<file path="src/hw/di_pkg.sv">
// Shared types and constants for the decode-issue stage.
// Covers the RV32 subset add, addi, mul and lw only.
// Bit positions in op_vec_t follow the encoding of uop_t.

package di_pkg;

  // Data and address width
  localparam int XLEN = 32;

  // ------------------------------------------------------------
  // Micro-ops
  // ------------------------------------------------------------

  typedef enum logic [1:0] {
    OP_ADD  = 2'd0,
    OP_ADDI = 2'd1,
    OP_MUL  = 2'd2,
    OP_LW   = 2'd3
  } uop_t;

  // One bit per micro-op, used to describe pipe capabilities
  typedef logic [3:0] op_vec_t;

  localparam op_vec_t OP_ADD_VEC  = 4'b0001;
  localparam op_vec_t OP_ADDI_VEC = 4'b0010;
  localparam op_vec_t OP_MUL_VEC  = 4'b0100;
  localparam op_vec_t OP_LW_VEC   = 4'b1000;
  localparam op_vec_t OP_ALL_VEC  = OP_ADD_VEC | OP_ADDI_VEC | OP_MUL_VEC | OP_LW_VEC;

  // ------------------------------------------------------------
  // RV32 encoding fields
  // ------------------------------------------------------------

  localparam logic [6:0] OPC_OP        = 7'b0110011;
  localparam logic [6:0] OPC_OP_IMM    = 7'b0010011;
  localparam logic [6:0] OPC_LOAD      = 7'b0000011;
  localparam logic [6:0] FUNCT7_MULDIV = 7'b0000001;

  // Vector bit that matches a single micro-op
  function automatic op_vec_t uop_to_vec(input uop_t uop);
    op_vec_t vec;
    vec = op_vec_t'(1) << uop;
    return vec;
  endfunction

endpackage

</file>
<file path="src/hw/di_ifs.sv">
// Bundles used between the blocks of the decode-issue stage.
// dec_if carries the decoded fields of the held instruction.
// cmpl_if carries one completion writeback per cycle, no ready.

`timescale 1ns/100ps

interface dec_if import di_pkg::*; ();

  uop_t             uop;
  logic [4:0]       rs1;
  logic [4:0]       rs2;
  logic [4:0]       rd;
  logic [XLEN-1:0]  imm;
  logic             uses_rs2;
  logic             legal;

  modport producer (output uop, rs1, rs2, rd, imm, uses_rs2, legal);
  modport consumer (input uop, rs1, rs2, rd, imm, uses_rs2, legal);

  // Register file only needs the read indices
  modport reader (input rs1, rs2);

endinterface

interface cmpl_if import di_pkg::*; #(
  parameter int SEQ_BITS = 5
) ();

  logic                 val;
  logic [SEQ_BITS-1:0]  seq;
  logic [4:0]           waddr;
  logic [XLEN-1:0]      wdata;
  logic                 wen;

  modport source (output val, seq, waddr, wdata, wen);
  modport sink (input val, seq, waddr, wdata, wen);

endinterface

</file>
<file path="src/hw/inst_decoder.sv">
// Combinational decoder for the held instruction.
// Recognizes add, addi, mul and lw; anything else drops legal.
// Field outputs are still driven for illegal encodings.

`timescale 1ns/100ps

module inst_decoder import di_pkg::*; (
  input  logic [31:0]    inst,
  dec_if.producer        dec
);

  localparam logic [2:0] FUNCT3_ADD = 3'b000;
  localparam logic [2:0] FUNCT3_LW  = 3'b010;
  localparam logic [6:0] FUNCT7_ADD = 7'b0000000;

  logic [6:0] opcode;
  logic [2:0] funct3;
  logic [6:0] funct7;

  assign opcode = inst[6:0];
  assign funct3 = inst[14:12];
  assign funct7 = inst[31:25];

  // ------------------------------------------------------------
  // Register fields and I-type immediate
  // ------------------------------------------------------------

  assign dec.rd  = inst[11:7];
  assign dec.rs1 = inst[19:15];
  assign dec.rs2 = inst[24:20];
  assign dec.imm = {{(XLEN-12){inst[31]}}, inst[31:20]};

  // ------------------------------------------------------------
  // Opcode decode
  // ------------------------------------------------------------

  always_comb begin
    dec.uop      = OP_ADD;
    dec.uses_rs2 = 1'b0;
    dec.legal    = 1'b0;

    case (opcode)
      OPC_OP: begin
        dec.uses_rs2 = 1'b1;
        if (funct3 == FUNCT3_ADD && funct7 == FUNCT7_ADD) begin
          dec.uop   = OP_ADD;
          dec.legal = 1'b1;
        end else if (funct3 == FUNCT3_ADD && funct7 == FUNCT7_MULDIV) begin
          // mul shares funct3 with add, funct7 tells them apart
          dec.uop   = OP_MUL;
          dec.legal = 1'b1;
        end
      end
      OPC_OP_IMM: begin
        if (funct3 == FUNCT3_ADD) begin
          dec.uop   = OP_ADDI;
          dec.legal = 1'b1;
        end
      end
      OPC_LOAD: begin
        if (funct3 == FUNCT3_LW) begin
          dec.uop   = OP_LW;
          dec.legal = 1'b1;
        end
      end
      default: begin
        dec.legal = 1'b0;
      end
    endcase
  end

endmodule

</file>
<file path="src/hw/reg_file.sv">
// 32 x XLEN register file, two asynchronous reads, one write.
// Writes come from the completion bundle; x0 always reads zero.
// No bypass, so a written value shows up one cycle later.

`timescale 1ns/100ps

module reg_file import di_pkg::*; (
  input  logic             clk,
  input  logic             rst,
  dec_if.reader            dec,
  cmpl_if.sink             cmpl,
  output logic [XLEN-1:0]  rdata1,
  output logic [XLEN-1:0]  rdata2
);

  logic [XLEN-1:0] regs [32];
  logic            we;

  // Writes to x0 are dropped here
  assign we = cmpl.val && cmpl.wen && (cmpl.waddr != 5'd0);

  always_ff @(posedge clk) begin
    if (rst) begin
      for (int i = 0; i < 32; i++) begin
        regs[i] <= '0;
      end
    end else if (we) begin
      regs[cmpl.waddr] <= cmpl.wdata;
    end
  end

  // Read ports
  assign rdata1 = (dec.rs1 == 5'd0) ? '0 : regs[dec.rs1];
  assign rdata2 = (dec.rs2 == 5'd0) ? '0 : regs[dec.rs2];

endmodule

</file>
<file path="src/hw/scoreboard.sv">
// Pending-write table, one bit and one sequence tag per register.
// x0 is never marked pending, so completions to x0 are ignored.
// Only one writer per register can be in flight (WAW stalls issue).

`timescale 1ns/100ps

module scoreboard #(
  parameter int SEQ_BITS = 5
) (
  input  logic                 clk,
  input  logic                 rst,
  input  logic                 set_val,
  input  logic [4:0]           set_reg,
  input  logic [SEQ_BITS-1:0]  set_seq,
  cmpl_if.sink                 cmpl,
  output logic [31:0]          pending
);

  logic [SEQ_BITS-1:0] tag [32];
  logic                clr_val;
  logic                do_set;

  assign do_set  = set_val && (set_reg != 5'd0);

  // Completion must match both the register and its tag
  assign clr_val = cmpl.val && pending[cmpl.waddr] && (tag[cmpl.waddr] == cmpl.seq);

  // ------------------------------------------------------------
  // Pending bits
  // ------------------------------------------------------------

  always_ff @(posedge clk) begin
    if (rst) begin
      pending <= '0;
    end else begin
      if (clr_val) begin
        pending[cmpl.waddr] <= 1'b0;
      end
      // Set wins, though issue never targets a pending register
      if (do_set) begin
        pending[set_reg] <= 1'b1;
      end
    end
  end

  // Tags are only looked at while the pending bit is set
  always_ff @(posedge clk) begin
    if (do_set) begin
      tag[set_reg] <= set_seq;
    end
  end

  // ------------------------------------------------------------
  // Checks
  // ------------------------------------------------------------

  // Every real writeback has to belong to an issued instruction
  a_cmpl_matches: assert property (
    @(posedge clk) disable iff (rst)
    cmpl.val && (cmpl.waddr != 5'd0) |-> pending[cmpl.waddr] && (tag[cmpl.waddr] == cmpl.seq)
  );

endmodule

</file>
<file path="src/hw/issue_ctrl.sv">
// Decode register, hazard stall and pipe steering.
// Holds one instruction; x_val is combinational and may depend on x_rdy.
// Pipe i wins when it is the lowest-index capable pipe with x_rdy set.

`timescale 1ns/100ps

module issue_ctrl import di_pkg::*; #(
  parameter int                         NUM_PIPES = 3,
  parameter op_vec_t [NUM_PIPES-1:0]    PIPE_OPS  = {NUM_PIPES{OP_ALL_VEC}},
  parameter int                         SEQ_BITS  = 5
) (
  input  logic                  clk,
  input  logic                  rst,

  // Fetch side
  input  logic                  f_val,
  output logic                  f_rdy,
  input  logic [XLEN-1:0]       f_pc,
  input  logic [31:0]           f_inst,

  // Held instruction towards the decoder
  output logic [31:0]           inst,
  dec_if.consumer               dec,
  input  logic [XLEN-1:0]       rdata1,
  input  logic [XLEN-1:0]       rdata2,

  // Scoreboard
  input  logic [31:0]           pending,
  output logic                  set_val,
  output logic [4:0]            set_reg,
  output logic [SEQ_BITS-1:0]   set_seq,

  // Execute side
  output logic [NUM_PIPES-1:0]  x_val,
  input  logic [NUM_PIPES-1:0]  x_rdy,
  output logic [XLEN-1:0]       x_pc,
  output logic [XLEN-1:0]       x_op1,
  output logic [XLEN-1:0]       x_op2,
  output logic [4:0]            x_waddr,
  output uop_t                  x_uop,
  output logic [SEQ_BITS-1:0]   x_seq
);

  logic                  d_val;
  logic [31:0]           d_inst;
  logic [XLEN-1:0]       d_pc;
  logic [SEQ_BITS-1:0]   seq_cnt;

  logic                  hazard;
  logic [NUM_PIPES-1:0]  capable;
  logic [NUM_PIPES-1:0]  cand;
  logic [NUM_PIPES-1:0]  grant;
  logic                  issue;
  logic                  f_fire;

  // ------------------------------------------------------------
  // Decode register
  // ------------------------------------------------------------

  assign f_fire = f_val && f_rdy;
  assign f_rdy  = !d_val || issue;

  always_ff @(posedge clk) begin
    if (rst) begin
      d_val <= 1'b0;
    end else if (f_fire) begin
      d_val <= 1'b1;
    end else if (issue) begin
      d_val <= 1'b0;
    end
  end

  always_ff @(posedge clk) begin
    if (f_fire) begin
      d_inst <= f_inst;
      d_pc   <= f_pc;
    end
  end

  assign inst = d_inst;

  // ------------------------------------------------------------
  // Hazards and steering
  // ------------------------------------------------------------

  // x0 never shows up as pending
  assign hazard = pending[dec.rs1] || (dec.uses_rs2 && pending[dec.rs2]) || pending[dec.rd];

  for (genvar i = 0; i < NUM_PIPES; i++) begin : g_cap
    assign capable[i] = |(PIPE_OPS[i] & uop_to_vec(dec.uop));
  end

  // Lowest set bit of the candidate mask
  assign cand  = capable & x_rdy;
  assign grant = cand & (~cand + NUM_PIPES'(1));

  assign x_val = (d_val && !hazard) ? grant : '0;
  assign issue = |x_val;

  // ------------------------------------------------------------
  // Payload and sequence numbers
  // ------------------------------------------------------------

  assign x_pc    = d_pc;
  assign x_op1   = rdata1;
  assign x_op2   = dec.uses_rs2 ? rdata2 : dec.imm;
  assign x_waddr = dec.rd;
  assign x_uop   = dec.uop;
  assign x_seq   = seq_cnt;

  always_ff @(posedge clk) begin
    if (rst) begin
      seq_cnt <= '0;
    end else if (issue) begin
      seq_cnt <= seq_cnt + 1'b1;
    end
  end

  assign set_val = issue;
  assign set_reg = dec.rd;
  assign set_seq = seq_cnt;

  // ------------------------------------------------------------
  // Checks
  // ------------------------------------------------------------

  a_one_pipe: assert property (@(posedge clk) disable iff (rst) $onehot0(x_val));

  // Illegal encodings are not trapped, the fetch side must not send them
  a_legal: assert property (@(posedge clk) disable iff (rst) d_val |-> dec.legal);

endmodule

</file>
<file path="src/hw/decode_issue_unit.sv">
// Decode-issue stage top level with plain ports on every side.
// Execute payload is shared by all pipes; x_val picks the pipe.
// Completions have no ready and arrive at most one per cycle.

`timescale 1ns/100ps

module decode_issue_unit import di_pkg::*; #(
  parameter int                         NUM_PIPES = 3,
  parameter op_vec_t [NUM_PIPES-1:0]    PIPE_OPS  = {NUM_PIPES{OP_ALL_VEC}},
  parameter int                         SEQ_BITS  = 5
) (
  input  logic                  clk,
  input  logic                  rst,

  input  logic                  f_val,
  output logic                  f_rdy,
  input  logic [XLEN-1:0]       f_pc,
  input  logic [31:0]           f_inst,

  output logic [NUM_PIPES-1:0]  x_val,
  input  logic [NUM_PIPES-1:0]  x_rdy,
  output logic [XLEN-1:0]       x_pc,
  output logic [XLEN-1:0]       x_op1,
  output logic [XLEN-1:0]       x_op2,
  output logic [4:0]            x_waddr,
  output uop_t                  x_uop,
  output logic [SEQ_BITS-1:0]   x_seq,

  input  logic                  cmpl_val,
  input  logic [SEQ_BITS-1:0]   cmpl_seq,
  input  logic [4:0]            cmpl_waddr,
  input  logic [XLEN-1:0]       cmpl_wdata,
  input  logic                  cmpl_wen
);

  dec_if                          dec ();
  cmpl_if #(.SEQ_BITS(SEQ_BITS))  cmpl ();

  logic [31:0]          inst;
  logic [XLEN-1:0]      rdata1;
  logic [XLEN-1:0]      rdata2;
  logic [31:0]          pending;
  logic                 set_val;
  logic [4:0]           set_reg;
  logic [SEQ_BITS-1:0]  set_seq;

  // Completion ports into the bundle
  assign cmpl.val   = cmpl_val;
  assign cmpl.seq   = cmpl_seq;
  assign cmpl.waddr = cmpl_waddr;
  assign cmpl.wdata = cmpl_wdata;
  assign cmpl.wen   = cmpl_wen;

  inst_decoder u_dec (
    .inst (inst),
    .dec  (dec)
  );

  reg_file u_rf (
    .clk    (clk),
    .rst    (rst),
    .dec    (dec),
    .cmpl   (cmpl),
    .rdata1 (rdata1),
    .rdata2 (rdata2)
  );

  scoreboard #(.SEQ_BITS(SEQ_BITS)) u_sb (
    .clk     (clk),
    .rst     (rst),
    .set_val (set_val),
    .set_reg (set_reg),
    .set_seq (set_seq),
    .cmpl    (cmpl),
    .pending (pending)
  );

  issue_ctrl #(
    .NUM_PIPES (NUM_PIPES),
    .PIPE_OPS  (PIPE_OPS),
    .SEQ_BITS  (SEQ_BITS)
  ) u_ctrl (
    .clk     (clk),
    .rst     (rst),
    .f_val   (f_val),
    .f_rdy   (f_rdy),
    .f_pc    (f_pc),
    .f_inst  (f_inst),
    .inst    (inst),
    .dec     (dec),
    .rdata1  (rdata1),
    .rdata2  (rdata2),
    .pending (pending),
    .set_val (set_val),
    .set_reg (set_reg),
    .set_seq (set_seq),
    .x_val   (x_val),
    .x_rdy   (x_rdy),
    .x_pc    (x_pc),
    .x_op1   (x_op1),
    .x_op2   (x_op2),
    .x_waddr (x_waddr),
    .x_uop   (x_uop),
    .x_seq   (x_seq)
  );

endmodule

</file>
<file path="config.mk">
export PLATFORM = sky130hd
export DESIGN_NAME = decode_issue_unit
export DESIGN_NICKNAME = d
export VERILOG_FILES = /design/src/hw/di_pkg.sv /design/src/hw/di_ifs.sv /design/src/hw/inst_decoder.sv /design/src/hw/reg_file.sv /design/src/hw/scoreboard.sv /design/src/hw/issue_ctrl.sv /design/src/hw/decode_issue_unit.sv
export SDC_FILE = /design/constraint.sdc
export NUM_CORES = 2
export LEC_CHECK = 0
export BUFFER_PORTS_ARGS = -buffer_cell sky130_fd_sc_hd__buf_2
export CORE_MARGIN = 2
export CORE_UTILIZATION = 35
export DETAILED_ROUTE_END_ITERATION = 10
export RECOVER_POWER = 100
export SLEW_MARGIN = 30
export SYNTH_ARGS = -nofsm -noshare
export SYNTH_HDL_FRONTEND = slang
export SYNTH_SLANG_ARGS = --single-unit
</file>
<file path="constraint.sdc">
create_clock -name clk -period 5.45 [get_ports clk]
set_input_delay 0.2725 -clock clk [delete_from_list [all_inputs] [get_ports clk]]
set_output_delay 0.2725 -clock clk [all_outputs]
set_load 0.05 [all_outputs]
</file>
==> impl_results.md <==
* Top-area cell type share of the netlist area at 57.0%
* Initial core utilization at 35.1%
* Max-slew violation count at 1,050
* Cell taking the most area after synthesis: sky130_fd_sc_hd__edfxtp_1
* Final hold violations at 0
* WL met3 at 18,800 um
* # Post-CTS Setup Buffers at 0
* Sort of element at the end of the critical path: flip-flop
* Count of cell types in the netlist at 53
* TritonCTS Buffers at 144
* Most used cells in the layout excluding fill and tap cells: sky130_fd_sc_hd__edfxtp_1 (1,248), sky130_fd_sc_hd__mux4_2 (664), sky130_fd_sc_hd__and2_1 (583), sky130_fd_sc_hd__and2_0 (413), sky130_fd_sc_hd__mux2i_1 (166)
* Slack of the worst reg-to-reg path at 0.73 ns
* Total Die Area at 0.191 sq mm
* Vias in the first global route at 40,100
* Post-route clock period utilization at 91.8%
* Cell-by-cell trace of the critical path: dlygate4sd3_1 -> clkbuf_1 -> inv_2 -> and3_1 -> nand2_1 -> o21ai_0 -> clkbuf_2
* Async set or reset register ratio after synthesis at 0%
* Power density relative to cell area at 339 mW/mm^2
* Post-Synthesis Cell Area at 0.0657 sq mm
* Largest incremental delay on the critical path at 1.64 ns
* Worst min-delay path class: input port to flip-flop
* Clock tree from TritonCTS: built
* Count of nets left with antenna violations after detail routing at 0
* Initial antenna violation count at 28
* RSZ-0062 raised after global routing: false
* Core Box Area at 0.187 sq mm
* CP Data Arrival Time at 5.43 ns
* Violated checks: capacitance limit, slew limit
* Master of the slowest instance on the critical path: sky130_fd_sc_hd__o21ai_0
* Clock slew seen by the registers of the worst setup and hold paths at 0.06 ns
* Half-perimeter wire length of the detailed placement result at 129,000 um
* Mean post-synth cell area at 16.3 sq um
* Synth top area cells: sky130_fd_sc_hd__edfxtp_1 (57%), sky130_fd_sc_hd__mux4_2 (23%), sky130_fd_sc_hd__and2_1 (9.5%), sky130_fd_sc_hd__mux2i_1 (2.5%), sky130_fd_sc_hd__clkbuf_1 (2.0%)
* CTS HTree Levels at 4
* Number of setup violations in the final report at 0
* Most common cell after layout, fill and taps aside: sky130_fd_sc_hd__edfxtp_1
* Top_reg_cell synth: sky130_fd_sc_hd__edfxtp_1
* Maximum number of pins on one net before global-route repair at 78
* Buffer cell driving the clock tree root: sky130_fd_sc_hd__clkbuf_16
* Cell count after synthesis at 4,040
* Placer Congestion at 0.847
* DRC marker count from the first detailed-route iteration at 4,861
* Routed met1 length at 83,800 um
* Drt drc at 0
* # IOs at 226
* Final period demand of the worst path at 5.00 ns
* Port Buffer Count at 225
* Standard-cell row count at 159
* Height of the die at 437 um
* Largest vdd supply drop at 0.000264 V
* Post-Route WL at 220,000 um
* Crit path buf inv count at 4
* Top layer in use: met5
* FF+latch count, synth at 1,296
* Relative slew margins at -87.0%
* Area growth from synthesis to layout at 14.6%
* Count of flip-flops with a built-in enable after synthesis at 1,248
* Maximum clock frequency at 200 MHz
* Pin slew with the least headroom to its limit at 2.78 ns
* Via density per instance at 5.78
* Yosys warns at 0
* Via count at 39,600
* Final routed wire length divided by cell count at 32.1 um
* Horiz. Die Dim at 437 um
* Wire length of the first global-routing pass at 307,000 um
* Number of optimization iterations in the first detailed-route pass at 5
* Proportion of synthesized chip area in sequential cells at 58.5%
* Total power draw at 25.5 mW
* Kind of launch point of the worst setup path: input port
* Highest fanout seen on the critical path at 44
* Net count of the finished layout at 4,346
* Proportion of layout cells with a drive suffix above 1 at 27.3%
* Status: finished with violations
* Kind of cell adding the most delay to the critical path: buffers and inverters
* Total Routing Usage GR at 22.8%
* Data required time at the worst endpoint at 5.87 ns
* Leak pwr at 24.9 nW
* Setup Total Neg Slack at 0 ns
* GRT Residual Overflow at 0
* Sink count of the clock tree at 1,296
* Met2 layer wire length in the routed design at 107,000 um
* Type of the worst setup path: input port to flip-flop
* Clock latency of the later-clocked register in the worst-skew pair at 0.81 ns
* Number of max-cap violations at 48
* Maximum root-to-sink buffer count at 3
* Worst Clk Skew at 0.0367 ns
layout make-up:
| class | instances | area [sq um] |
|---|---|---|
| multi-input cells | 2316 | 25800 |
| inverters | 32 | 120 |
| fillers | 16800 | 112000 |
| clock buffers | 187 | 3880 |
| clock inverters | 73 | 838 |
| diodes | 10 | 25.0 |
| well taps | 2495 | 3120 |
| repair buffers | 441 | 3060 |
| flip-flops and latches | 1296 | 38500 |
per-layer routing:
layer  vias to the layer above  global-route usage (%)
li1                      16100                       -
met1                     20900                    29.4
met2                      2081                    37.5
met3                       485                    4.57
met4                        24                    9.20
met5                         -                       0
what timing repair did:
item | in CTS | in global routing
hold endpoints to repair | 85 | 0
hold buffers | 66 | 0
resized for setup | 0 | 0
logic make-up after synthesis:
family                   Yosys count  share of synthesized area [%]
AO/OA/AOI/OAI                    158                           1.54
XOR/XNOR                           9                          0.120
adder cells (fa/ha/maj)            1                         0.0190
buffers and inverters            464                           2.70
flip-flops                      1296                           58.5
multiplexers                     847                           25.6
other                              1                        0.00570
AND/OR/NAND/NOR                 1264                           11.6
cells in the mapped netlist, drive strengths merged (4+ instances only):
cell / count
and2: 996
buf: 89
clkbuf: 343
dfxtp: 48
edfxtp: 1248
inv: 32
mux2: 17
mux2i: 166
mux4: 664
nand2: 47
nand2b: 7
nand3: 6
nand4: 4
nand4b: 4
nand4bb: 6
nor2: 91
nor2b: 7
nor3: 16
nor4: 48
o21ai: 66
o22ai: 50
o32ai: 26
or2: 6
or4: 7
or4b: 5
xnor2: 8
path summary, 6_finish.rpt:
| path | startpoint | endpoint | cells past startpoint |
|---|---|---|---|
| setup / recovery | rst | u_rf.regs[17][17] | 7 |
| hold / removal | cmpl_wdata[4] | u_rf.regs[20][4] | 2 |
| setup reg to reg | u_ctrl.inst[15] | u_sb.tag[14][4] | 7 |
| hold reg to reg | u_sb.pending[24] | u_sb.pending[24] | 2 |
state kept, by name, summed over array words and instances, names as in the netlist, named ones only:
name and flops:
u_ctrl.d_val 1, u_sb.pending 32, u_ctrl.inst 32, u_rf.regs 1024, u_ctrl.set_seq 5, u_sb.tag 160, u_ctrl.x_pc 32
power by group:
| part | internal (mW) | total (mW) | leakage, nW | switching [mW] |
|---|---|---|---|---|
| Clock | 5.76 | 9.92 | 2.30 | 4.16 |
| Sequential | 11.4 | 11.8 | 12.2 | 0.370 |
| Combinational | 1.65 | 3.85 | 10.3 | 2.20 |
| Total | 18.8 | 25.5 | 24.9 | 6.73 |
metrics by stage:
| step | instance area (sq um) | utilization (%) | hold slack, ns | instances | setup WS (ns) |
|---|---|---|---|---|---|
| 2_1_floorplan | 65900 | - | 0.371 | 4076 | 0.767 |
| 5_1_grt | 75300 | 40.2 | 0.0824 | 6845 | 0.394 |
| 6_report | 75400 | 40.3 | 0.0717 | 6850 | 0.446 |
| 4_1_cts | 76200 | 40.7 | 0.0232 | 6840 | 0.889 |
| 3_3_place_gp | 70400 | 37.6 | 0.450 | 6499 | 1.34 |
| 3_5_place_dp | 70800 | 37.8 | 0.451 | 6514 | 1.25 |
No activity file was read; power rests on OpenSTA's default activity.
